[src/design/conv1x1_pkg.sv]
`default_nettype none

package conv1x1_pkg;

    ////////////////////////////////////////////////////////////////////////////
    // Datapath widths
    ////////////////////////////////////////////////////////////////////////////

    // Pixel, weight, bias and result width
    localparam int PIXEL_W = 16;
    // Lanes per input word and per weight word
    localparam int SIMD = 8;

    ////////////////////////////////////////////////////////////////////////////
    // Memory sizes
    ////////////////////////////////////////////////////////////////////////////

    localparam int WGT_DEPTH = 64;
    localparam int BIAS_DEPTH = 16;
    localparam int WGT_ADDR_W = $clog2(WGT_DEPTH);
    localparam int BIAS_ADDR_W = $clog2(BIAS_DEPTH);

    // Depth and kernel-count config fields
    localparam int CFG_W = 8;

    ////////////////////////////////////////////////////////////////////////////
    // Stage latencies
    ////////////////////////////////////////////////////////////////////////////

    // Operand register plus product register
    localparam int MULT_LAT = 2;
    // One register level per halving step
    localparam int TREE_LAT = $clog2(SIMD);

    // Vector types
    typedef logic [PIXEL_W-1:0] pixel_t;
    // Lane 0 sits in the low bits
    typedef logic [SIMD*PIXEL_W-1:0] pix_vec_t;
    typedef logic [WGT_ADDR_W-1:0] wgt_addr_t;
    typedef logic [BIAS_ADDR_W-1:0] bias_addr_t;
    typedef logic [CFG_W-1:0] cfg_cnt_t;

endpackage

`default_nettype wire

[src/design/adder_tree.sv]
`default_nettype none

module adder_tree (
    input  wire                           clk_FAS,
    input  wire                           rst_n,
    input  wire conv1x1_pkg::pix_vec_t    prod_vec,
    input  wire                           in_vld,
    input  wire                           in_last,
    output conv1x1_pkg::pixel_t           sum,
    output logic                          sum_vld,
    output logic                          sum_last
);

    import conv1x1_pkg::*;

    // Partial sums per level
    pixel_t lvl1 [SIMD/2];
    pixel_t lvl2 [SIMD/4];

    // Flags beside each level
    logic vld1;
    logic vld2;
    logic last1;
    logic last2;

    ////////////////////////////////////////////////////////////////////////////
    // Level 1, lane pairs
    ////////////////////////////////////////////////////////////////////////////

    always_ff @(posedge clk_FAS or negedge rst_n) begin
        if (!rst_n) begin
            for (int i = 0; i < SIMD/2; i++) begin
                lvl1[i] <= '0;
            end
            vld1 <= 1'b0;
            last1 <= 1'b0;
        end else begin
            // Neighbouring lanes 2i and 2i+1
            for (int i = 0; i < SIMD/2; i++) begin
                lvl1[i] <= prod_vec[2*i*PIXEL_W +: PIXEL_W]
                         + prod_vec[(2*i+1)*PIXEL_W +: PIXEL_W];
            end
            vld1 <= in_vld;
            last1 <= in_vld & in_last;
        end
    end

    ////////////////////////////////////////////////////////////////////////////
    // Level 2
    ////////////////////////////////////////////////////////////////////////////

    always_ff @(posedge clk_FAS or negedge rst_n) begin
        if (!rst_n) begin
            for (int i = 0; i < SIMD/4; i++) begin
                lvl2[i] <= '0;
            end
            vld2 <= 1'b0;
            last2 <= 1'b0;
        end else begin
            for (int i = 0; i < SIMD/4; i++) begin
                lvl2[i] <= lvl1[2*i] + lvl1[2*i+1];
            end
            vld2 <= vld1;
            last2 <= last1;
        end
    end

    ////////////////////////////////////////////////////////////////////////////
    // Level 3, final sum
    ////////////////////////////////////////////////////////////////////////////

    // Wraps modulo 2^PIXEL_W like every stage before it
    always_ff @(posedge clk_FAS or negedge rst_n) begin
        if (!rst_n) begin
            sum <= '0;
            sum_vld <= 1'b0;
            sum_last <= 1'b0;
        end else begin
            sum <= lvl2[0] + lvl2[1];
            sum_vld <= vld2;
            sum_last <= last2;
        end
    end

endmodule

`default_nettype wire

[config.mk]
export PLATFORM = sky130hd
export DESIGN_NAME = adder_tree
export DESIGN_NICKNAME = d
export VERILOG_FILES = /design/src/design/conv1x1_pkg.sv /design/src/design/adder_tree.sv
export SDC_FILE = /design/constraint.sdc
export NUM_CORES = 1
export LEC_CHECK = 0
export ABC_AREA = 1
export BUFFER_PORTS_ARGS = -buffer_cell sky130_fd_sc_hd__buf_2
export CORE_ASPECT_RATIO = 1.1
export CORE_MARGIN = 3
export CORE_UTILIZATION = 41
export DETAILED_ROUTE_END_ITERATION = 7
export SETUP_SLACK_MARGIN = 0.15
export SYNTH_ARGS = -nofsm -noshare
export SYNTH_HDL_FRONTEND = slang
export SYNTH_SLANG_ARGS = --single-unit
[constraint.sdc]
create_clock -name clk_FAS -period 2.22 [get_ports clk_FAS]
set_input_delay 0.111 -clock clk_FAS [delete_from_list [all_inputs] [get_ports clk_FAS]]
set_output_delay 0.111 -clock clk_FAS [all_outputs]
set_load 0.03 [all_outputs]
==> results by group <==
Status
  – Status: completed

CTS
  – CTS tree: built
  – CTS max path bufs: 2
  – H-Tree Level Count: 4
  – TritonCTS Buffers: 17
  – Skew-Pair Late Insertion Delay: 420 ps
  – Clock Sinks: 118
  – Root buf cell: clkbuf_16
  – Clock slew at reported path FFs: 50 ps
  – Postcts setup bufs: 0

Synth
  – Mapped cell area: 0.00929 mm2
  – Cell taking the most area after synthesis: dfrtp_1
  – Number of flops mapped to enable cells by yosys: 0
  – Top cell type's share of synthesized area: 31.8%
  – Post-synthesis cell type count: 20
  – Number of synthesized register bits: 118
  – Post-synthesis sequential area ratio: 31.8%
  – Post-Synthesis Cells: 1349
  – Yosys warnings: 0
  – Ys flop type: dfrtp_1
  – Syn_area_per_cell: 6.89 um2
  – Synth area leaders: dfrtp_1, nand2_1, ha_1
  – Net Count, Synth: 1593
  – Post-synth ARST share: 100%

GRT
  – Initial antenna violation count: 0
  – Grt ovf: 0
  – Largest net degree at the start of global routing: 61
  – Vias in the first global route: 7960
  – GRT Resource Usage Total: 17.9%
  – First-pass GRT wire length: 35700 um

Die
  – Site Rows: 57
  – CORE AREA: 0.0222 mm2
  – Die area: 0.0245 mm2
  – I/O pins: 150
  – Starting Density: 41.9%
  – Die Width: 150 um
  – DIE HEIGHT: 164 um

STA
  – Fmax: 574 MHz
  – Hold Slack: 16.7 ps
  – Slew margin rel.: 67.6%
  – Setup TNS: 0 ps
  – Minimum clock period: 1740 ps
  – Final period utilization: 78.5%
  – Final WS setup: 478 ps
  – Worst slew pin tran: 486 ps
  – Slew Limit Fails: 0
  – Final Hold Fails: 0
  – Clock Skew: 6.32 ps
  – Setup-failing EPs final: 0
  – RSZ-0062 raised after global routing: false

Min path
  – Worst hold path depth: 2
  – HP Class: input port to flip-flop

Placement
  – PortBufs: 149
  – Dpl ws: 490 ps
  – Dpl hpwl: 17800 um
  – Placed Cells incl. Taps: 1795
  – GPL Wtd Cong: 0.864

Power and ir drop
  – Cell-internal power: 6830 uW
  – Sw Share: 42.1%
  – Reg power frac: 26.6%
  – Max VDD drop: 0.517 mV
  – Gate power share: 48.6%
  – Net switching power: 4970 uW
  – Clock network fraction of total power: 24.7%
  – Pwr/cell area: 1050 mW/mm2
  – LEAKAGE: 0.00683 uW

Critical path
  – CP required: 2520 ps
  – Slowest stage delay, CP: 530 ps
  – Path depth of the worst reg2reg path: 10
  – CP Launch Type: input port
  – Top cell family by delay on the critical path: simple AND/OR/NAND/NOR gates
  – Setup Crit Path Kind: input port to flip-flop
  – Crit path depth: 12
  – WP buf/inv: 2
  – CP Capture Type: flip-flop
  – Crit-path max FO: 3
  – Slowest CP cell: dlygate4sd3_1
  – Arrival time worst endpoint: 2050 ps
  – Crit-path most repeated cell: nand2_1
  – CP Cell Sequence: dlygate4sd3_1 -> buf_2 -> ha_1 -> fa_1 -> nand2_1 -> nand2_1 -> nand3b_1 -> nand2_1 -> nand2_1 -> nand2_1 -> nand2_1 -> nand2_1

Layout
  – Final Util: 50.8%
  – Share of post-route cells with drive strength above 1: 15.2%
  – # diodes: 0
  – Finished Layout Cells: 1845
  – Layout Nets: 1782
  – Area growth, synth to finish: 21.2%
  – Layout fillers: 2209

Routing
  – Via count: 8252
  – Detailed Route Iter0 Violations: 307
  – Post-route ant nets: 0
  – DRT Pass-1 Iters: 5
  – Vias per cell: 4.47
  – DRT Wirelength: 20600 um
  – Wire per inst: 11.2 um
  – DRC viols: 0

Job
  – Max-cap viol count: 0
==> cell usage in the layout, fill, tap and decap left out <==
| master | netlist | routed |
|---|---|---|
| nand2_1 | 541 | 541 |
| inv_1 | 261 | 261 |
| buf_2 | 0 | 148 |
| dfrtp_1 | 118 | 118 |
| ha_1 | 105 | 105 |
| nor2_1 | 67 | 67 |
| nand3_1 | 65 | 65 |
| a21oi_1 | 56 | 56 |
| xor2_1 | 43 | 43 |
| dlygate4sd3_1 | 0 | 19 |
| clkbuf_16 | 0 | 17 |
| nand2_2 | 15 | 15 |
| nor3_2 | 14 | 14 |
| xnor2_1 | 13 | 13 |
| inv_2 | 9 | 9 |
| nor3_1 | 7 | 7 |
| nand4_1 | 7 | 7 |
| nand3_2 | 7 | 7 |
| fa_1 | 7 | 7 |
| nand3b_1 | 6 | 6 |
| a21oi_2 | 6 | 6 |
| bufinv_16 | 0 | 4 |
| inv_6 | 0 | 4 |
| clkinvlp_4 | 0 | 3 |
| clkinv_4 | 0 | 2 |
| buf_4 | 0 | 2 |
| nor2_2 | 1 | 1 |
| o21ai_2 | 1 | 1 |
| clkbuf_8 | 0 | 1 |
| buf_12 | 0 | 1 |
==> timing repair <==
action | CTS | global route
hold buffers | 19 | 0
resized for setup | 0 | 0
hold endpoints to repair | 47 | 0
==> routing by layer <==
metal / vias to the layer above / wire length (um) / global-route usage (%)
li1: 4479 / - / -
met1: 3622 / 10300 / 24.5
met2: 139 / 9340 / 29.3
met3: 12 / 732 / 3.31
met4: 0 / 243 / 4.54
met5: - / 0 / 0
==> final timing paths <==
| check | startpoint | endpoint | slack [ps] |
|---|---|---|---|
| worst min register to register | last2 | sum_last | 350 |
| min in group asynchronous | rst_n | lvl1[15] | 210 |
| worst max register to register | lvl1[0] | lvl2[10] | 490 |
| worst max-delay path | prod_vec[112] | lvl1[10] | 480 |
| worst min-delay path | prod_vec[65] | lvl1[17] | 20 |
| max in group asynchronous | rst_n | lvl1[44] | 1340 |
==> layout make-up <==
type                       count  area, um2  area share (%)
multi-input combinational    961       5330            47.3
tap                          295        369            3.28
timing repair buffer         170        966            8.58
inverter                     270       1010            9.00
clock buffer                  18        439            3.90
sequential                   118       2950            26.2
clock inverter                13        195            1.73
==> through the flow <==
step / power, uW / instance area (um2)
global placement: 8850 / 10400
detailed placement: 8920 / 10400
global route: 12900 / 11300
finish: 11800 / 11300
CTS: 11900 / 11300
floorplan: 7380 / 9290
==> registers in the layout, summed over array words and instances, names as in the netlist <==
name / flops
last1: 1
last2: 1
lvl1: 64
lvl2: 32
sum: 16
sum_last: 1
sum_vld: 1
vld1: 1
vld2: 1
==> power groups by stage <==
stage	Combinational, uW	Clock [uW]	Sequential, uW
2_1_floorplan	4000	0	3370
3_3_place_gp	5670	0	3180
3_5_place_dp	5730	0	3190
4_1_cts	5800	2980	3150
5_1_grt	6670	3080	3200
6_report	5740	2920	3140
==> worst register-to-register path, cell delays in order (launching register included) <==
cell	delay, ps
dfrtp_1	360
ha_1	230
fa_1	400
nand2_1	120
nand2_1	60
nand3b_1	80
nand2_1	110
nand2_1	100
nand2_1	50
nand2_1	50
nand2_1	40
==> cell usage after synthesis (7+ instances only) <==
| cell | instances |
|---|---|
| a21oi_1 | 56 |
| dfrtp_1 | 118 |
| fa_1 | 7 |
| ha_1 | 105 |
| inv_1 | 261 |
| inv_2 | 9 |
| nand2_1 | 541 |
| nand2_2 | 15 |
| nand3_1 | 65 |
| nand3_2 | 7 |
| nand4_1 | 7 |
| nor2_1 | 67 |
| nor3_1 | 7 |
| nor3_2 | 14 |
| xnor2_1 | 13 |
| xor2_1 | 43 |
==> kinds of logic (layout without fill, tap and decap cells) <==
group / Yosys count / count (layout) / synth area share (%)
AND/OR/NAND/NOR: 730 / 730 / 32.7
buffers and inverters: 270 / 471 / 10.9
flip-flops: 118 / 118 / 31.8
adder cells (fa/ha/maj): 112 / 112 / 15.6
AO/OA/AOI/OAI: 63 / 63 / 3.68
XOR/XNOR: 56 / 56 / 5.28
(Power assumes the default switching activity.)
