[config.mk]
export PLATFORM = sky130hd
export DESIGN_NAME = vec_mult
export DESIGN_NICKNAME = d
export VERILOG_FILES = /design/src/design/conv1x1_pkg.sv /design/src/design/vec_mult.sv
export SDC_FILE = /design/constraint.sdc
export NUM_CORES = 2
export LEC_CHECK = 0
export BUFFER_PORTS_ARGS = -buffer_cell sky130_fd_sc_hd__buf_4
export CORE_MARGIN = 4
export CORE_UTILIZATION = 40
export CTS_BUF_LIST = sky130_fd_sc_hd__clkbuf_16
export CTS_CLUSTER_DIAMETER = 150
export DETAILED_ROUTE_END_ITERATION = 16
export PLACE_DENSITY = 0.66
export SLEW_MARGIN = 15
export SYNTH_ARGS = -nofsm -noshare
export SYNTH_HDL_FRONTEND = slang
export SYNTH_SLANG_ARGS = --single-unit
[constraint.sdc]
create_clock -name clk_FAS -period 10.7 [get_ports clk_FAS]
set_input_delay 1.07 -clock clk_FAS [delete_from_list [all_inputs] [get_ports clk_FAS]]
set_output_delay 1.07 -clock clk_FAS [all_outputs]
set_load 0.005 [all_outputs]
[src/design/conv1x1_pkg.sv]
`default_nettype none

package conv1x1_pkg;

    ////////////////////////////////////////////////////////////////////////////
    // Datapath widths
    ////////////////////////////////////////////////////////////////////////////

    // Pixel, weight, bias and result width
    localparam int PIXEL_W = 16;
    // Lanes per input word and per weight word
    localparam int SIMD = 8;

    ////////////////////////////////////////////////////////////////////////////
    // Memory sizes
    ////////////////////////////////////////////////////////////////////////////

    localparam int WGT_DEPTH = 64;
    localparam int BIAS_DEPTH = 16;
    localparam int WGT_ADDR_W = $clog2(WGT_DEPTH);
    localparam int BIAS_ADDR_W = $clog2(BIAS_DEPTH);

    // Depth and kernel-count config fields
    localparam int CFG_W = 8;

    ////////////////////////////////////////////////////////////////////////////
    // Stage latencies
    ////////////////////////////////////////////////////////////////////////////

    // Operand register plus product register
    localparam int MULT_LAT = 2;
    // One register level per halving step
    localparam int TREE_LAT = $clog2(SIMD);

    // Vector types
    typedef logic [PIXEL_W-1:0] pixel_t;
    // Lane 0 sits in the low bits
    typedef logic [SIMD*PIXEL_W-1:0] pix_vec_t;
    typedef logic [WGT_ADDR_W-1:0] wgt_addr_t;
    typedef logic [BIAS_ADDR_W-1:0] bias_addr_t;
    typedef logic [CFG_W-1:0] cfg_cnt_t;

endpackage

`default_nettype wire

[src/design/vec_mult.sv]
`default_nettype none

module vec_mult (
    input  wire                           clk_FAS,
    input  wire                           rst_n,
    input  wire conv1x1_pkg::pix_vec_t    pix_d,
    input  wire conv1x1_pkg::pix_vec_t    wgt,
    input  wire                           in_vld,
    input  wire                           in_last,
    output conv1x1_pkg::pix_vec_t         prod_vec,
    output logic                          prod_vld,
    output logic                          prod_last
);

    import conv1x1_pkg::*;

    // Operand stage
    pix_vec_t pix_q;
    pix_vec_t wgt_q;
    logic vld_q;
    logic last_q;

    // Lane products before the output register
    pix_vec_t prod_nxt;

    ////////////////////////////////////////////////////////////////////////////
    // Stage 1
    ////////////////////////////////////////////////////////////////////////////

    always_ff @(posedge clk_FAS or negedge rst_n) begin
        if (!rst_n) begin
            pix_q <= '0;
            wgt_q <= '0;
            vld_q <= 1'b0;
            last_q <= 1'b0;
        end else begin
            pix_q <= pix_d;
            wgt_q <= wgt;
            vld_q <= in_vld;
            last_q <= in_vld & in_last;
        end
    end

    // Low PIXEL_W bits of each lane product
    // Same bits for signed and unsigned operands
    always_comb begin
        for (int i = 0; i < SIMD; i++) begin
            prod_nxt[i*PIXEL_W +: PIXEL_W] =
                pix_q[i*PIXEL_W +: PIXEL_W] * wgt_q[i*PIXEL_W +: PIXEL_W];
        end
    end

    ////////////////////////////////////////////////////////////////////////////
    // Stage 2
    ////////////////////////////////////////////////////////////////////////////

    always_ff @(posedge clk_FAS or negedge rst_n) begin
        if (!rst_n) begin
            prod_vec <= '0;
            prod_vld <= 1'b0;
            prod_last <= 1'b0;
        end else begin
            prod_vec <= prod_nxt;
            prod_vld <= vld_q;
            prod_last <= last_q;
        end
    end

endmodule

`default_nettype wire

==> results.md <==
* Detailed Route WL at 101,800 um
* Io pins at 390
* Total power per unit cell area at 260.7 mW/mm^2
* Post_cts resized at 0
* Combined flip-flop and latch cell area at 0.009709 sq mm
* Achievable frequency at 184.6 MHz
* Max cap viols at 0
* Peak supply drop at 0.2680 mV
* Synth Flop Type: sky130_fd_sc_hd__dfrtp_1
* RSZ-0062 raised after global routing: no
* Fin. max-slew vios at 0
* Outcome: finished, final reports clean
* Sequential element share of the synthesized area at 23.63%
* Post-route clock period utilization at 50.62%
* CP required at 11.20 ns
* Count of filler cells inserted in the layout at 9,701
* Residual antenna-violating net count after detailed routing at 0
* Worst Path Arrival at 5.92 ns
* Largest net degree at the start of global routing at 127
* Area share of the leading cell type in the synthesized netlist at 31.18%
* Global route total overflow at 0
* Post-Syn Area at 0.04109 sq mm
* Synthesized net count at 5,403
* Type of the most critical hold path: reg -> reg
* Nets@finish at 5,737
* Clock transition at the registers of the reported paths at 0.06 ns
* Synthesis warning total at 0
* Area used by multi-input combinational logic at 0.02762 sq mm
* Starting Density at 40.33%
* Synthesis-to-finish area growth at 14.36%
* CTS tree: yes
* Leading area contributor after synthesis: sky130_fd_sc_hd__fa_1
* Die boundary width at 328.5 um
* Vias in the first global route at 30,020
* Top area cells in the synthesized netlist: sky130_fd_sc_hd__fa_1, sky130_fd_sc_hd__dfrtp_1, sky130_fd_sc_hd__ha_1, sky130_fd_sc_hd__and2_1, sky130_fd_sc_hd__inv_1
* CTS H-tree lvls at 2
* Initial drt markers at 1,409
* Antenna violations before repair at 17
* Setup-failing EPs final at 0
* Element type at the critical path end: flop
* Class of the most critical setup path: reg -> reg
* Post-layout total power at 12,250 uW
* Startpoint type of the worst setup path: flop
* Slew Limit Headroom at 42.49%
* Longest Clk Path Bufs at 3
* Leakage power total at 0.02379 uW
* Ratio of routed vias to standard cells at 4.701
* Most used standard cell by instance count after synthesis: sky130_fd_sc_hd__inv_1
* Inserted Clock Buffers at 48
* First-pass iteration count of the detailed router at 5
* Per-cell routed wire length at 17.36 um
* Area of the die at 0.1079 sq mm
* Input/output buffers at 389
* Setup Total Neg Slack at 0 ns
* Avg Inst Size Synth at 9.996 sq um
* Critical-path maximum fanout at 15
* Wire length of the first global-routing pass at 163,900 um
* Placeable core region at 0.1019 sq mm
* Post-synthesis cell count at 4,111
* Gr usage total at 19.38%
* Via Count at 27,550
* CTS sink cnt at 388
* FF-to-FF path depth at 17
* Slew at the pin closest to its max-slew limit at 0.8627 ns
* Cell chosen for the clock root: sky130_fd_sc_hd__clkbuf_16
* GP Congestion at 0.8921
* Detailed Place HPWL at 81,020 um
* Number of distinct library cells after synthesis at 35
* Setup Fix Bufs, Post-CTS at 0
* Count of endpoints failing hold in the final timing report at 0
* Std cell rows at 117
* Hold path cells at 0
* Max Clock Skew at 0.01404 ns
* Number of enable flip-flop cells after synthesis at 0
* Number of buffers inserted by hold repair at cts at 0
* Share of flip-flops with an asynchronous set or reset at 100.0%
* Number of synthesized register bits at 388
* Die Height at 328.5 um
* Worst-Skew Late Latency at 0.62 ns
* DRC violations left at 0
* Min Tclk post-route at 5.416 ns
* Share of cells above drive strength 1 at 10.84%
* Most instantiated cells after synthesis: sky130_fd_sc_hd__inv_1, sky130_fd_sc_hd__fa_1, sky130_fd_sc_hd__nand2_1
metal layers:
| layer | track usage, % | vias up | part of all wire (%) |
|---|---|---|---|
| met5 | 0 | - | 0.069 |
| met1 | 25.81 | 13910 | 43 |
| li1 | - | 12740 | - |
| met3 | 3.971 | 157 | 6.7 |
| met2 | 31.90 | 735 | 47 |
| met4 | 6.034 | 12 | 3.1 |
logic make-up after synthesis:
group | Yosys count | share of synthesized area, %
buffers and inverters | 997 | 9.153
flip-flops | 388 | 23.63
adder cells (fa/ha/maj) | 1032 | 43.12
AO/OA/AOI/OAI | 150 | 2.348
AND/OR/NAND/NOR | 1240 | 14.95
XOR/XNOR | 304 | 6.802
registers in the layout (all words and copies together) (netlist names):
register   cells
prod_last      1
last_q         1
prod_vec     128
wgt_q        128
prod_vld       1
vld_q          1
pix_q        128
cells in the final DEF (no fill, tap or decap), types with 2 or more instances in the layout:
master / instances
sky130_fd_sc_hd__o21bai_1: 7
sky130_fd_sc_hd__nand2b_1: 9
sky130_fd_sc_hd__ha_1: 392
sky130_fd_sc_hd__and2_1: 535
sky130_fd_sc_hd__a211oi_1: 9
sky130_fd_sc_hd__a21oi_1: 40
sky130_fd_sc_hd__xnor3_1: 8
sky130_fd_sc_hd__clkinvlp_4: 5
sky130_fd_sc_hd__a211o_1: 3
sky130_fd_sc_hd__dfrtp_1: 388
sky130_fd_sc_hd__o31ai_1: 8
sky130_fd_sc_hd__fa_1: 640
sky130_fd_sc_hd__clkbuf_16: 48
sky130_fd_sc_hd__or2_2: 2
sky130_fd_sc_hd__nor2_1: 78
sky130_fd_sc_hd__nand4_1: 6
sky130_fd_sc_hd__or3_1: 8
sky130_fd_sc_hd__inv_6: 5
sky130_fd_sc_hd__nand3_1: 7
sky130_fd_sc_hd__a31oi_1: 8
sky130_fd_sc_hd__clkinv_4: 7
sky130_fd_sc_hd__a21o_1: 21
sky130_fd_sc_hd__xor2_1: 66
sky130_fd_sc_hd__o21ai_0: 24
sky130_fd_sc_hd__xnor2_1: 227
sky130_fd_sc_hd__clkinv_2: 4
sky130_fd_sc_hd__clkinv_1: 6
sky130_fd_sc_hd__nand2_2: 3
sky130_fd_sc_hd__nand2_1: 558
sky130_fd_sc_hd__and2_2: 8
sky130_fd_sc_hd__o21a_1: 25
sky130_fd_sc_hd__nor3_1: 18
sky130_fd_sc_hd__diode_2: 10
sky130_fd_sc_hd__bufinv_16: 6
sky130_fd_sc_hd__nor2b_1: 8
sky130_fd_sc_hd__buf_4: 391
sky130_fd_sc_hd__xnor2_2: 3
sky130_fd_sc_hd__a311oi_1: 4
sky130_fd_sc_hd__inv_1: 893
path summary, 6_finish.rpt:
| check | start | end | slack (ns) |
|---|---|---|---|
| max | wgt_q[1] | prod_vec[15] | 5.28 |
| min | last_q | prod_last | 0.35 |
| max reg2reg | wgt_q[1] | prod_vec[15] | 5.28 |
| min reg2reg | last_q | prod_last | 0.35 |
| max in group asynchronous | rst_n | wgt_q[76] | 8.21 |
| min in group asynchronous | rst_n | pix_q[12] | 0.43 |
where the power goes:
part	internal, uW	leakage [uW]	switching (uW)
Clock	976	0.000797	711
Sequential	1850	0.00454	241
Combinational	4020	0.0185	4450
metrics by stage:
step                hold slack (ns)  utilization (%)  area [sq um]  instances  setup WS [ns]
floorplan                    0.3312                -         41090       4111          5.632
global placement             0.3404            44.51         45350       5763          5.352
detailed placement           0.3402            44.51         45350       5763          5.293
CTS                          0.3537            46.10         46970       5851          5.290
global route                 0.3635            46.10         46980       5854          5.004
finish                       0.3498            46.12         46990       5861          5.284
critical path, stage by stage (launching register included):
cell and delay, ns:
sky130_fd_sc_hd__dfrtp_1 0.70, sky130_fd_sc_hd__nand2_1 0.17, sky130_fd_sc_hd__fa_1 0.54, sky130_fd_sc_hd__fa_1 0.57
sky130_fd_sc_hd__fa_1 0.45, sky130_fd_sc_hd__fa_1 0.55, sky130_fd_sc_hd__inv_1 0.05, sky130_fd_sc_hd__fa_1 0.48
sky130_fd_sc_hd__inv_1 0.05, sky130_fd_sc_hd__fa_1 0.49, sky130_fd_sc_hd__inv_1 0.06, sky130_fd_sc_hd__ha_1 0.33
sky130_fd_sc_hd__a21oi_1 0.25, sky130_fd_sc_hd__nor2b_1 0.08, sky130_fd_sc_hd__nor2_1 0.11, sky130_fd_sc_hd__o31ai_1 0.11
sky130_fd_sc_hd__a31oi_1 0.22, sky130_fd_sc_hd__xnor2_1 0.09
cell type report:
| type | instances | share of cell area, % |
|---|---|---|
| Multi-Input combinational cell | 2726 | 58.78 |
| Inverter | 888 | 7.093 |
| Timing Repair Buffer | 393 | 6.321 |
| Sequential cell | 388 | 20.66 |
| Tap cell | 1368 | 3.642 |
| Clock buffer | 48 | 2.556 |
| Clock inverter | 40 | 0.8946 |
| Antenna cell | 10 | 0.05325 |
(Power assumes the default switching activity.)
