--- config.mk ---
export PLATFORM = sky130hd
export DESIGN_NAME = conv1x1_seq
export DESIGN_NICKNAME = d
export VERILOG_FILES = /design/src/design/conv1x1_pkg.sv /design/src/design/conv1x1_seq.sv
export SDC_FILE = /design/constraint.sdc
export NUM_CORES = 1
export LEC_CHECK = 0
export BUFFER_PORTS_ARGS = -buffer_cell sky130_fd_sc_hd__buf_2
export CAP_MARGIN = 10
export CORE_MARGIN = 4
export CORE_UTILIZATION = 40
export CTS_BUF_LIST = sky130_fd_sc_hd__clkbuf_2
export CTS_CLUSTER_DIAMETER = 50
export DETAILED_ROUTE_END_ITERATION = 10
export PLACE_DENSITY_LB_ADDON = 0.05
export SYNTH_ARGS = -nofsm -noshare
export SYNTH_HDL_FRONTEND = slang
export SYNTH_SLANG_ARGS = --single-unit
--- constraint.sdc ---
create_clock -name clk_FAS -period 2.7 [get_ports clk_FAS]
set_input_delay 0.405 -clock clk_FAS [delete_from_list [all_inputs] [get_ports clk_FAS]]
set_output_delay 0.405 -clock clk_FAS [all_outputs]
set_load 0.01 [all_outputs]
--- src/design/conv1x1_pkg.sv ---
`default_nettype none

package conv1x1_pkg;

    ////////////////////////////////////////////////////////////////////////////
    // Datapath widths
    ////////////////////////////////////////////////////////////////////////////

    // Pixel, weight, bias and result width
    localparam int PIXEL_W = 16;
    // Lanes per input word and per weight word
    localparam int SIMD = 8;

    ////////////////////////////////////////////////////////////////////////////
    // Memory sizes
    ////////////////////////////////////////////////////////////////////////////

    localparam int WGT_DEPTH = 64;
    localparam int BIAS_DEPTH = 16;
    localparam int WGT_ADDR_W = $clog2(WGT_DEPTH);
    localparam int BIAS_ADDR_W = $clog2(BIAS_DEPTH);

    // Depth and kernel-count config fields
    localparam int CFG_W = 8;

    ////////////////////////////////////////////////////////////////////////////
    // Stage latencies
    ////////////////////////////////////////////////////////////////////////////

    // Operand register plus product register
    localparam int MULT_LAT = 2;
    // One register level per halving step
    localparam int TREE_LAT = $clog2(SIMD);

    // Vector types
    typedef logic [PIXEL_W-1:0] pixel_t;
    // Lane 0 sits in the low bits
    typedef logic [SIMD*PIXEL_W-1:0] pix_vec_t;
    typedef logic [WGT_ADDR_W-1:0] wgt_addr_t;
    typedef logic [BIAS_ADDR_W-1:0] bias_addr_t;
    typedef logic [CFG_W-1:0] cfg_cnt_t;

endpackage

`default_nettype wire

--- src/design/conv1x1_seq.sv ---
`default_nettype none

module conv1x1_seq (
    input  wire                           clk_FAS,
    input  wire                           rst_n,
    input  wire                           job_clr,
    input  wire                           pix_vld,
    input  wire conv1x1_pkg::pix_vec_t    pix_data,
    input  wire conv1x1_pkg::cfg_cnt_t    cfg_depth_words,
    input  wire conv1x1_pkg::cfg_cnt_t    cfg_num_kernels,
    output conv1x1_pkg::wgt_addr_t        wgt_rd_addr,
    output conv1x1_pkg::bias_addr_t       bias_rd_addr,
    output conv1x1_pkg::pix_vec_t         pix_d,
    output logic                          seq_vld,
    output logic                          seq_last
);

    import conv1x1_pkg::*;

    // Word index inside current kernel
    cfg_cnt_t dpth_cnt;
    // Kernel index of the word being accepted
    cfg_cnt_t krnl_cnt;
    wgt_addr_t wgt_addr;
    // Kernel index travelling beside the word
    bias_addr_t bias_pipe [MULT_LAT + TREE_LAT];

    logic last_word;
    logic last_krnl;

    // End of kernel depth and end of kernel list
    assign last_word = (dpth_cnt == cfg_depth_words - cfg_cnt_t'(1));
    assign last_krnl = (krnl_cnt == cfg_num_kernels - cfg_cnt_t'(1));

    // RAM samples this on the accepting edge
    assign wgt_rd_addr = wgt_addr;

    ////////////////////////////////////////////////////////////////////////////
    // Depth, kernel and weight address counters
    ////////////////////////////////////////////////////////////////////////////

    always_ff @(posedge clk_FAS or negedge rst_n) begin
        if (!rst_n) begin
            dpth_cnt <= '0;
            krnl_cnt <= '0;
            wgt_addr <= '0;
        end else if (job_clr) begin
            dpth_cnt <= '0;
            krnl_cnt <= '0;
            wgt_addr <= '0;
        end else if (pix_vld) begin
            if (!last_word) begin
                dpth_cnt <= dpth_cnt + cfg_cnt_t'(1);
                wgt_addr <= wgt_addr + 1'b1;
            end else if (!last_krnl) begin
                // Next kernel, weights continue linearly
                dpth_cnt <= '0;
                krnl_cnt <= krnl_cnt + cfg_cnt_t'(1);
                wgt_addr <= wgt_addr + 1'b1;
            end else begin
                // Whole job done, restart from weight 0
                dpth_cnt <= '0;
                krnl_cnt <= '0;
                wgt_addr <= '0;
            end
        end
    end

    ////////////////////////////////////////////////////////////////////////////
    // Word register, lines up with weight read data
    ////////////////////////////////////////////////////////////////////////////

    always_ff @(posedge clk_FAS or negedge rst_n) begin
        if (!rst_n) begin
            pix_d <= '0;
            seq_vld <= 1'b0;
            seq_last <= 1'b0;
        end else begin
            seq_vld <= pix_vld;
            seq_last <= pix_vld & last_word;
            if (pix_vld) begin
                pix_d <= pix_data;
            end
        end
    end

    ////////////////////////////////////////////////////////////////////////////
    // Bias address
    ////////////////////////////////////////////////////////////////////////////

    // Stage 0 holds kernel of the registered word
    // Last stage addresses the bias RAM one cycle before the tree sum lands
    always_ff @(posedge clk_FAS or negedge rst_n) begin
        if (!rst_n) begin
            for (int i = 0; i < MULT_LAT + TREE_LAT; i++) begin
                bias_pipe[i] <= '0;
            end
        end else if (job_clr) begin
            for (int i = 0; i < MULT_LAT + TREE_LAT; i++) begin
                bias_pipe[i] <= '0;
            end
        end else begin
            if (pix_vld) begin
                bias_pipe[0] <= krnl_cnt[BIAS_ADDR_W-1:0];
            end
            for (int i = 1; i < MULT_LAT + TREE_LAT; i++) begin
                bias_pipe[i] <= bias_pipe[i-1];
            end
        end
    end

    assign bias_rd_addr = bias_pipe[MULT_LAT + TREE_LAT - 1];

endmodule

`default_nettype wire

==> impl_metrics.tcl <==
set metrics [dict create \
    die_w_um 143 \
    path_buf_inv 2 \
    p_sw_mw 1.50 \
    grt_max_degree 61 \
    outcome "finished, final reports clean" \
    hold_viol 0 \
    start_kind "flop" \
    insertion_delay_ps 700 \
    ios 288 \
    drive_gt1_share_pct 49.9 \
    tightest_slew_ps 932 \
    io_buffers 287 \
    final-setup-viol-count 0 \
    grt_usage_pct 18.9 \
    path_class "flop to flop" \
    grt_pass1_vias 6323 \
    start_util_pct 40.7 \
    ys_warn_count 0 \
    num_vias 5896 \
    drt_iter0_markers 150 \
    worstPathRequired_ps 3280 \
    yosys.cell_types.count 61 \
    avgSynthCellArea_um2 13.5 \
    fp.dieArea_um2 20600 \
    area_growth_pct 43.5 \
    first_pass_iters 4 \
    coreArea_um2 18000 \
    clkPwrFrac_pct 23.2 \
    antenna_left 0 \
    drc_errors 0 \
    p_int_mw 3.59 \
    numCtsBuffers 17 \
    cts_tree "done" \
    synth_cells 543 \
    hpwl_um 13600 \
    gp_congestion 0.823 \
    grt_setup_unrepaired "false" \
    synth-seq-area-share_pct 58.7 \
    synth_edf_count 0 \
    slew_headroom_pct 37.9 \
    synth_fp_nets 696 \
    cp_cell_sequence "or2_2, a221o_1, o311ai_0, buf_4, o211ai_2, buf_4, nor2_4, o221ai_1" \
    crit_slowest_cell "dfrtp_1" \
    grt_overflow 0 \
    p_leak_nw 4.99 \
    crit_path_max_fanout 11 \
    end_kind "flop" \
    ys.flop_type "dfrtp_1" \
    final.period_utilization_pct 82.3 \
    final_cell_mix "buf_2 (285), dfrtp_1 (172), dlygate4sd3_1 (130), mux2_2 (129), nor2_1 (20)" \
    rows 49 \
    sw_frac_of_total_pct 29.5 \
    grt_antenna_before_repair 1 \
    ir_drop_mv 0.280 \
    finalCriticalPeriod_ps 2220 \
    synth.ff_latch_count 172 \
    chipHeight_um 143 \
    max_freq_mhz 450 \
    critPathArrivalTime_ps 2800 \
    timing.critical_path.mode_cell "buf_4" \
    cts_root_buf "clkbuf_2" \
    routedWlPerCell_um 16.4 \
    power.density_nw_per_um2 483 \
    h-tree-depth 4 \
    drt-vias-per-instance 4.90 \
    rr_endpoint "krnl_cnt[6]" \
    layout.cells.non_filler 1203 \
    stdcell_area_um2 10500 \
    synth_area_um2 7330 \
    slew_viol_final 0 \
    routed_wl_um 19700 \
    max_stage_delay_ps 540 \
    grt_pass1_wl_um 31200 \
    crit_family "compound AO/OA/AOI/OAI gates" \
    num-fill-cells 1505 \
    placed_cell_area_um2 9020 \
    ctsResizeCount 0 \
    finalClockSkew_ps 27.9 \
    reg2reg_slack_ps 480 \
    clk_pin_slew_worst_paths_ps 240 \
    r2r_start "dpth_cnt[5]" \
    clockBufferDepth 2 \
    comb_power_share_pct 20.0 \
    cts.sinks 172 \
    placedCellCount 1039 \
    seqPwrFrac_pct 56.8 \
    cap_viol_max_count 0 \
    reg2reg_depth 8 \
    min_path_type "input pin to async pin" \
    async_flop_share_pct 100 \
    final_common_cell "buf_2" \
    nets 1112 \
]
[through the flow]
stage | worst slack (ps) | utilization, % | total power, mW | hold WS [ps] | setup TNS (ps)
6_report | 479 | 58.4 | 5.09 | 185 | 0
5_1_grt | 316 | 58.4 | 5.39 | 116 | 0
4_1_cts | 465 | 58.3 | 5.17 | 118 | 0
3_5_place_dp | -27.5 | 50.0 | 3.81 | 434 | -99.9
3_3_place_gp | 53.5 | 50.0 | 3.78 | 421 | 0
2_1_floorplan | 262 | - | 3.35 | 109 | 0
[repair_timing]
item	in CTS	in global routing
buffers inserted	0	0
endpoints found under the hold margin	184	0
hold buffers	130	0
[per-layer routing]
layer | global-route usage [%] | wire length, um
met1 | 21.3 | 7720
met2 | 33.9 | 10300
met3 | 5.99 | 1360
met4 | 6.34 | 357
met5 | 0 | 0
[cells in the mapped netlist (2+ instances only)]
master	number	share of area [%]
ha_1	5	0.85
or2_2	2	0.17
nand3b_1	6	0.61
nor2_1	20	1.0
xnor2_1	9	1.1
o211ai_1	2	0.20
and3_1	6	0.51
o21ai_2	2	0.24
o221ai_1	5	0.60
nand2b_1	9	0.77
mux2_2	129	20
mux2i_1	5	0.68
nand2_1	15	0.77
a31oi_1	3	0.26
nor2b_1	17	1.5
dfrtp_1	172	59
and3_2	2	0.20
nor4_1	5	0.43
xor2_1	5	0.60
clkbuf_1	20	1.0
o21ai_0	13	0.89
or2b_2	3	0.36
or2b_1	2	0.20
buf_4	4	0.41
or3_2	5	0.51
inv_1	11	0.56
nor3b_1	2	0.20
o311ai_0	2	0.24
buf_6	4	0.61
nand3_1	11	0.75
o211ai_2	2	0.34
a21oi_1	6	0.41
a2111oi_0	3	0.36
nor4b_1	3	0.36
nand4_1	4	0.34
nor3_1	3	0.20
a221o_1	2	0.27
[cell type report]
| cell class | count | area [um2] | share of cell area [%] |
|---|---|---|---|
| Sequential cell | 172 | 4300 | 40.9 |
| Clock buffer | 17 | 85.1 | 0.809 |
| Tap cell | 229 | 287 | 2.72 |
| Inverter | 11 | 41.3 | 0.392 |
| Multi-Input combinational cell | 328 | 2810 | 26.7 |
| Antenna cell | 3 | 7.51 | 0.0713 |
| Timing Repair Buffer | 429 | 2880 | 27.3 |
| Clock inverter | 14 | 110 | 1.05 |
[flip-flops by register name (all words and copies together), names as in the netlist]
| register | flops |
|---|---|
| seq_last | 1 |
| seq_vld | 1 |
| wgt_rd_addr | 6 |
| bias_pipe | 16 |
| pix_d | 128 |
| dpth_cnt | 8 |
| krnl_cnt | 8 |
| bias_rd_addr | 4 |
[power by group through the flow]
| stage | Sequential [mW] | Combinational [mW] | Clock, mW |
|---|---|---|---|
| 2_1_floorplan | 3.02 | 0.323 | 0 |
| 3_3_place_gp | 2.92 | 0.859 | 0 |
| 3_5_place_dp | 2.93 | 0.878 | 0 |
| 4_1_cts | 2.89 | 1.03 | 1.25 |
| 5_1_grt | 2.92 | 1.11 | 1.36 |
| 6_report | 2.89 | 1.02 | 1.18 |
[worst max-delay path by stage]
stage / start / to / slack, ps / cells after the start
after floorplan: cfg_depth_words[0] / krnl_cnt[0] / 260 / 9
after global placement: cfg_depth_words[1] / krnl_cnt[3] / 50 / 10
after detailed placement: cfg_depth_words[1] / krnl_cnt[6] / -30 / 10
after CTS: dpth_cnt[5] / krnl_cnt[6] / 470 / 8
after global routing: dpth_cnt[5] / krnl_cnt[6] / 320 / 8
final: dpth_cnt[5] / krnl_cnt[6] / 480 / 8
[kinds of logic (layout without fill, tap and decap cells)]
group,Yosys count,count (layout),synth area share [%]
AO/OA/AOI/OAI,52,52,5.31
XOR/XNOR,14,14,1.67
adder cells (fa/ha/maj),5,5,0.853
buffers and inverters,43,471,2.99
flip-flops,172,172,58.7
multiplexers,134,134,20.5
other,0,3,0
AND/OR/NAND/NOR,123,123,10.0
Note: power is estimated with default switching activity, not from simulation.
