===== config.mk =====
export PLATFORM = sky130hd
export DESIGN_NAME = depth_accum
export DESIGN_NICKNAME = d
export VERILOG_FILES = /design/src/design/conv1x1_pkg.sv /design/src/design/depth_accum.sv
export SDC_FILE = /design/constraint.sdc
export NUM_CORES = 1
export LEC_CHECK = 0
export BUFFER_PORTS_ARGS = -buffer_cell sky130_fd_sc_hd__buf_2
export CAP_MARGIN = 20
export CELL_PAD_IN_SITES_DETAIL_PLACEMENT = 2
export CELL_PAD_IN_SITES_GLOBAL_PLACEMENT = 2
export CORE_MARGIN = 5
export CORE_UTILIZATION = 28
export CTS_BUF_LIST = sky130_fd_sc_hd__clkbuf_4 sky130_fd_sc_hd__clkbuf_8
export DETAILED_ROUTE_END_ITERATION = 12
export PLACE_DENSITY_LB_ADDON = 0.1
export SYNTH_ARGS = -nofsm -noshare
export SYNTH_HDL_FRONTEND = slang
export SYNTH_SLANG_ARGS = --single-unit

===== constraint.sdc =====
create_clock -name clk_FAS -period 4.3 [get_ports clk_FAS]
set_input_delay 0.215 -clock clk_FAS [delete_from_list [all_inputs] [get_ports clk_FAS]]
set_output_delay 0.215 -clock clk_FAS [all_outputs]
set_load 0.02 [all_outputs]

===== src/design/conv1x1_pkg.sv =====
`default_nettype none

package conv1x1_pkg;

    ////////////////////////////////////////////////////////////////////////////
    // Datapath widths
    ////////////////////////////////////////////////////////////////////////////

    // Pixel, weight, bias and result width
    localparam int PIXEL_W = 16;
    // Lanes per input word and per weight word
    localparam int SIMD = 8;

    ////////////////////////////////////////////////////////////////////////////
    // Memory sizes
    ////////////////////////////////////////////////////////////////////////////

    localparam int WGT_DEPTH = 64;
    localparam int BIAS_DEPTH = 16;
    localparam int WGT_ADDR_W = $clog2(WGT_DEPTH);
    localparam int BIAS_ADDR_W = $clog2(BIAS_DEPTH);

    // Depth and kernel-count config fields
    localparam int CFG_W = 8;

    ////////////////////////////////////////////////////////////////////////////
    // Stage latencies
    ////////////////////////////////////////////////////////////////////////////

    // Operand register plus product register
    localparam int MULT_LAT = 2;
    // One register level per halving step
    localparam int TREE_LAT = $clog2(SIMD);

    // Vector types
    typedef logic [PIXEL_W-1:0] pixel_t;
    // Lane 0 sits in the low bits
    typedef logic [SIMD*PIXEL_W-1:0] pix_vec_t;
    typedef logic [WGT_ADDR_W-1:0] wgt_addr_t;
    typedef logic [BIAS_ADDR_W-1:0] bias_addr_t;
    typedef logic [CFG_W-1:0] cfg_cnt_t;

endpackage

`default_nettype wire


===== src/design/depth_accum.sv =====
`default_nettype none

module depth_accum (
    input  wire                           clk_FAS,
    input  wire                           rst_n,
    input  wire                           job_clr,
    input  wire conv1x1_pkg::pixel_t      sum,
    input  wire                           sum_vld,
    input  wire                           sum_last,
    input  wire conv1x1_pkg::pixel_t      bias,
    input  wire                           cfg_bias_en,
    output conv1x1_pkg::pixel_t           out_pixel,
    output logic                          out_vld
);

    import conv1x1_pkg::*;

    // Running total over the depth of one kernel
    pixel_t acc;
    // Bias term, zero when disabled
    pixel_t bias_sel;
    // Total including the current sum
    pixel_t acc_nxt;

    assign bias_sel = cfg_bias_en ? bias : '0;
    assign acc_nxt = acc + sum;

    ////////////////////////////////////////////////////////////////////////////
    // Accumulator
    ////////////////////////////////////////////////////////////////////////////

    // Restart from zero after each kernel
    always_ff @(posedge clk_FAS or negedge rst_n) begin
        if (!rst_n) begin
            acc <= '0;
        end else if (job_clr) begin
            acc <= '0;
        end else if (sum_vld) begin
            if (sum_last) begin
                acc <= '0;
            end else begin
                acc <= acc_nxt;
            end
        end
    end

    ////////////////////////////////////////////////////////////////////////////
    // Output register
    ////////////////////////////////////////////////////////////////////////////

    // One pulse per kernel, on its last depth word
    always_ff @(posedge clk_FAS or negedge rst_n) begin
        if (!rst_n) begin
            out_pixel <= '0;
            out_vld <= 1'b0;
        end else begin
            out_vld <= sum_vld & sum_last;
            if (sum_vld && sum_last) begin
                // Bias RAM output already points at this kernel
                out_pixel <= acc_nxt + bias_sel;
            end
        end
    end

endmodule

`default_nettype wire


==> run metrics, run 1 <==
reg2reg path depth=15; initial antenna violation count=0; startpoint types=flip-flop; Fmax achieved=264 MHz; total grt overflow=0; port buffer count=54; PwrDens=355 mW/mm^2; post-route ant nets=0; fin area=0.00328 mm^2; Final #Nets=434; top post-synthesis cells by area=dfrtp_1 (30%), ha_1 (15%), a22o_1 (4.8%), xnor2_1 (4.5%), o21ai_0 (3.8%); Place WS=0.545 ns; CP required=4.45 ns; endpoints failing setup=0; WP data arrival=3.95 ns; Yosys reg bits=33; Longest Clk Path Bufs=2; cells after synthesis=305; CTS H-tree lvls=2; vias in the first global route=2697; WHS=0.0217 ns; area post-placement=0.00318 mm^2; part of the power in registers=33.2%; Die Wd=109 um; crit end category=flip-flop; Worst R2R Start=acc[0]$_DFFE_PN0P_; Root Driver=clkbuf_8; Post-CTS Hold Fix Bufs=0; Placer Congestion=0.788; Final Skew=0.00737 ns; switch share=39.0%; Max Fanout on Critical Path=5; Worst-Margin Slew=0.819 ns; post_cts resized=0; Area Growth Syn to Fin=19.6%; Distinct cells, synth=47; Slew Limit Headroom=45.4%; combinational fraction of design power=43.5%; WL final=8340 um; PnR worst setup slack=0.508 ns; yosys warns=0; Avg Cell Area, Syn=9.00 um^2; cell area after synthesis=0.00274 mm^2; clock latency on the worst-skew pair=0.29 ns; Clk pwr share=23.4%; Ports=55; crit share post-route=88.2%; fillcell total=1110; core area=0.00968 mm^2; drt drc=0; CTS Buf Count=5; Critical R2R Capture=out_pixel[12]$_DFFE_PN0P_; Peak VDD IR=0.103 mV; initial core utilization=28.3%; # rows=36; ys async rst share=100%; CTS sink count=33; Final Max Tran Viols=0; ys flop type=dfrtp_1; DIE AREA=0.0119 mm^2; Setup CP Type=reg2reg; top-area cell type share of the netlist area=30.1%; max incr delay on CP=0.58 ns; CP max stage cell=a2111oi_0; Hold Vio Cnt, Final=0; ant diodes=0; CTS tree=yes; sequential-to-total area share from yosys stat=30.1%; layout cells sized above 1=20.7%; critical-path cell list=ha_1 -> inv_1 -> fa_1 -> nor2b_1 -> o21ai_0 -> a21oi_1 -> o21a_1 -> nor2_1 -> xnor2_1 -> ha_1 -> o21a_1 -> o21ai_0 -> o31ai_1 -> a2111oi_0 -> o31ai_1; run status=finished clean; Die H=109 um; Total GRT Usage=14.8%; post-route setup TNS=0 ns; EDFF count, synth=0; global-route wire length before repair=13900 um; post-synth top area cell=dfrtp_1; 1st-iter DRT viols=41; Mapped Nets=377; Net Sw Power=454 uW; dpl hpwl=6750 um; Hold Path Class=in2async; vias per cell=5.00; max_cap viols=0; pin count of the biggest net entering global routing=34; Vias=2480; R2R Setup Slk=0.51 ns; total setup buffers inserted after CTS=0; drt pass-1 iters=4; Internal=710 uW; RSZ-0062 raised after global routing=false; Routed wire per std cell=16.8 um; post-layout util=33.9%; fin crit period=3.79 ns; leakage=0.00159 uW; Clock transition at path regs=0.07 ns
[synth_stat cells, drive strengths merged, types with 3 or more instances]
library cell and number:
dfrtp 33, nand3 4, nor3 3, and3 3, a21oi 20, o21bai 6
nor2b 4, a21o 7, a22o 15, mux2 3, o21a 5, or3 3
inv 13, a31oi 4, nor2 23, xnor2 14, nand2 23, and2 16
a211o 3, nand2b 3, ha 32, o21ai 24, clkbuf 7, xor2 10
a211oi 3
[cell families (layout without fill, tap and decap cells)]
group                      count (synthesis)  in the layout  synth area share, %
AOI/OAI and AO/OA                        104            104                 26.5
and+or+nand+nor                           87             87                 15.7
adders and majority gates                 34             34                 16.1
DFF                                       33             33                 30.1
xor gates and xnor gates                  24             24                 7.66
buffers and inverters                     20             78                 2.74
muxes                                      3              3                 1.23
[worst max-delay path, delay by kind of cell (launching register included)]
kind,cells,cell delay [ns]
buffers and inverters,1,0.06
AOI/OAI and AO/OA,8,1.95
and+or+nand+nor,2,0.16
adders and majority gates,3,0.91
DFF,1,0.35
xor gates and xnor gates,1,0.22
[cell usage in the layout (no fill, tap or decap), types with 3 or more instances in the layout]
master    Yosys  final
inv_1        13     13
a211oi_1      3      3
and2_1       16     16
or3_1         3      3
nand2_1      23     23
buf_2         0     54
mux2_2        3      3
nand2b_1      3      3
o21a_1        5      5
nor2_1       23     23
o21ai_0      21     21
xnor2_1      14     14
dfrtp_1      33     33
clkbuf_8      0      7
a22o_1       15     15
a31oi_1       4      4
nor2b_1       4      4
a21oi_1      20     20
and3_1        3      3
o21bai_1      6      6
nor3_1        3      3
ha_1         32     32
a211o_1       3      3
xor2_1       10     10
a21o_1        7      7
nand3_1       4      4
[state kept, by name, indices dropped and copies added, names as in the netlist]
register / count
acc: 16
out_pixel: 16
out_vld: 1
[routing by layer]
metal	global-route usage, %	vias to the layer above	part of all wire, %
li1	-	1229	-
met3	1.54	4	2.9
met2	24.8	36	47
met4	3.52	0	0.77
met1	20.3	1211	49
met5	0	-	0
[worst max path at each step]
stage / endpoint / startpoint / cells after the start / slack (ns)
floorplan: out_pixel[15]$_DFFE_PN0P_ / acc[5]$_DFFE_PN0P_ / 15 / 0.96
global placement: out_pixel[15]$_DFFE_PN0P_ / acc[0]$_DFFE_PN0P_ / 17 / 0.62
detailed placement: out_pixel[12]$_DFFE_PN0P_ / acc[0]$_DFFE_PN0P_ / 15 / 0.54
CTS: out_pixel[15]$_DFFE_PN0P_ / acc[0]$_DFFE_PN0P_ / 17 / 0.51
global route: out_pixel[15]$_DFFE_PN0P_ / acc[0]$_DFFE_PN0P_ / 17 / 0.07
finish: out_pixel[12]$_DFFE_PN0P_ / acc[0]$_DFFE_PN0P_ / 15 / 0.51
[power groups by stage]
stage	clock network (uW)	logic, uW	registers, uW
after floorplan	0	290	449
after global placement	0	499	392
after detailed placement	0	512	394
after CTS	288	516	388
after global routing	304	565	395
final	272	506	386
[cell type report]
cell class                 count  area, um^2  area share [%]
sequential                    33         826            25.2
tap                          133         166            5.07
clock inverter                 1        5.00           0.152
multi-input combinational    252        1840            56.2
inverter                      13        48.8            1.49
timing repair buffer          57         297            9.04
clock buffer                   7        96.3            2.94
[stage by stage]
step / power, uW / std cells
5_1_grt: 1260 / 496
3_5_place_dp: 906 / 488
3_3_place_gp: 891 / 487
4_1_cts: 1190 / 496
2_1_floorplan: 740 / 305
6_report: 1160 / 496
(Power assumes the default switching activity.)
==> inputs of run 2 (changes only) <==
CORE_ASPECT_RATIO = 1.75   (was not set)
==> run metrics, run 2 (synthesized netlist as in run 1, its figures left out) <==
run status=finished clean; RSZ-0062 raised after global routing=false; most frequent cells in the layout=buf_2 (54), dfrtp_1 (33), ha_1 (32); Peak VDD IR=0.140 mV; Final #Nets=433; post-route ant nets=0; fin cells=483; Routed wire per std cell=16.9 um; DIE AREA=0.0120 mm^2; drt drc=0; layout cells sized above 1=20.5%; Vias=2456; WL final=8190 um; Root Driver=clkbuf_8; startpoint types=flip-flop; PnR worst setup slack=0.520 ns; Setup CP Type=reg2reg; Fmax achieved=265 MHz; total power=1130 uW; fin crit period=3.78 ns; post-route setup TNS=0 ns; Longest Clk Path Bufs=2; Final Max Tran Viols=0; total grt overflow=0; CP max stage cell=fa_1; CTS H-tree lvls=2; fillcell total=1145; Total GRT Usage=14.4%; vias per cell=5.08; # rows=47; crit share post-route=87.9%; WP data arrival=3.94 ns; CTS sink count=33; Hold Path Class=in2async; endpoints failing setup=0; most common cell after layout, fill and taps aside=buf_2; Largest regs=acc (16), out_pixel (16), out_vld (1); clock latency on the worst-skew pair=0.29 ns; CP required=4.46 ns; Worst-Margin Slew=1.05 ns; pin count of the biggest net entering global routing=34; port buffer count=54; Die H=141 um; Max Fanout on Critical Path=5; WHS=0.00116 ns; WL met3=200 um; Slew Limit Headroom=29.9%; Placer Congestion=0.791; WL met1=3340 um; Clock transition at path regs=0.06 ns; initial antenna violation count=0; Max Used Layer=met4; CTS tree=yes; Area Growth Syn to Fin=18.4%; PwrDens=348 mW/mm^2; dpl cells=476; initial core utilization=28.8%; wire length on met2=4510 um; max_cap viols=0; Hold Vio Cnt, Final=0; max incr delay on CP=0.39 ns; 1st-iter DRT viols=58; ant diodes=0; Die Wd=84.8 um; Place WS=0.314 ns; drt pass-1 iters=4; Final Skew=0.0122 ns; vias in the first global route=2783; critical-path cell list=ha_1 -> inv_1 -> fa_1 -> nor2b_1 -> o21ai_0 -> a21oi_2 -> o21a_1 -> nor2_1 -> xnor2_1 -> ha_1 -> a2111oi_0 -> o21ai_0 -> nand2b_1 -> o21bai_1 -> a211oi_1 -> xnor2_1 -> o21ai_1; core area=0.00953 mm^2; CTS Buf Count=5; global-route wire length before repair=13800 um; Ports=55; crit end category=flip-flop; Post-CTS Hold Fix Bufs=0; dpl hpwl=6940 um; leakage=0.00158 uW
## run 2: cell types whose count changed in the layout (fill, tap and decap cells not counted)
cell,previous run,this run
a21oi_1,20,19
a21oi_2,0,1
buf_6,1,0
clkbuf_4,0,1
clkbuf_8,7,6
clkinv_2,1,0
## run 2: area by class of cell
| class | count | area (um^2) | area share, % |
|---|---|---|---|
| Clock buffer | 7 | 90.1 | 2.77 |
| Inverter | 13 | 48.8 | 1.50 |
| Multi-Input combinational cell | 252 | 1850 | 56.8 |
| Sequential cell | 33 | 826 | 25.4 |
| Tap cell | 122 | 153 | 4.70 |
| Timing Repair Buffer | 56 | 285 | 8.78 |
## run 2: what timing repair did
action,in CTS,in global routing
buffers inserted,0,0
gates resized for setup,0,1
endpoints found under the setup margin,0,3
hold endpoints to repair,0,0
## run 2: final timing paths
check | startpoint | end | slack [ns] | cells past startpoint
worst max-delay path | acc[0]$_DFFE_PN0P_ | out_pixel[15]$_DFFE_PN0P_ | 0.52 | 17
worst min-delay path | rst_n | out_pixel[1]$_DFFE_PN0P_ | 0.001 | 1
worst max register to register | acc[0]$_DFFE_PN0P_ | out_pixel[15]$_DFFE_PN0P_ | 0.52 | 17
worst min register to register | out_pixel[12]$_DFFE_PN0P_ | out_pixel[12]$_DFFE_PN0P_ | 0.47 | 2
max in group asynchronous | rst_n | out_pixel[14]$_DFFE_PN0P_ | 3.80 | 1
min in group clk_FAS | job_clr | acc[15]$_DFFE_PN0P_ | 0.33 | 3
## run 2: critical path: cells and delay by family (launching register included)
kind                       cells  cell delay (ns)
adders and majority gates      3             0.93
AOI/OAI and AO/OA              8             1.53
and+or+nand+nor                3             0.38
DFF                            1             0.36
buffers and inverters          1             0.06
xor gates and xnor gates       2             0.38
## run 2: power breakdown
group          leakage (uW)  total (uW)  switching, uW  internal [uW]
combinational       0.00110         497            295            201
clock             0.0000477         246            112            133
sequential         0.000428         389           26.0            363
## run 2: layer usage
| metal | vias up | GRT usage [%] |
|---|---|---|
| met4 | 0 | 5.00 |
| met1 | 1185 | 16.0 |
| li1 | 1224 | - |
| met5 | - | 0 |
| met3 | 8 | 1.40 |
| met2 | 39 | 27.6 |
## run 2: through the flow
| stage | util, % | area, um^2 |
|---|---|---|
| 2_1_floorplan | - | 2740 |
| 3_3_place_gp | 33.1 | 3160 |
| 3_5_place_dp | 33.1 | 3160 |
| 4_1_cts | 34.1 | 3250 |
| 5_1_grt | 34.1 | 3250 |
| 6_report | 34.1 | 3250 |
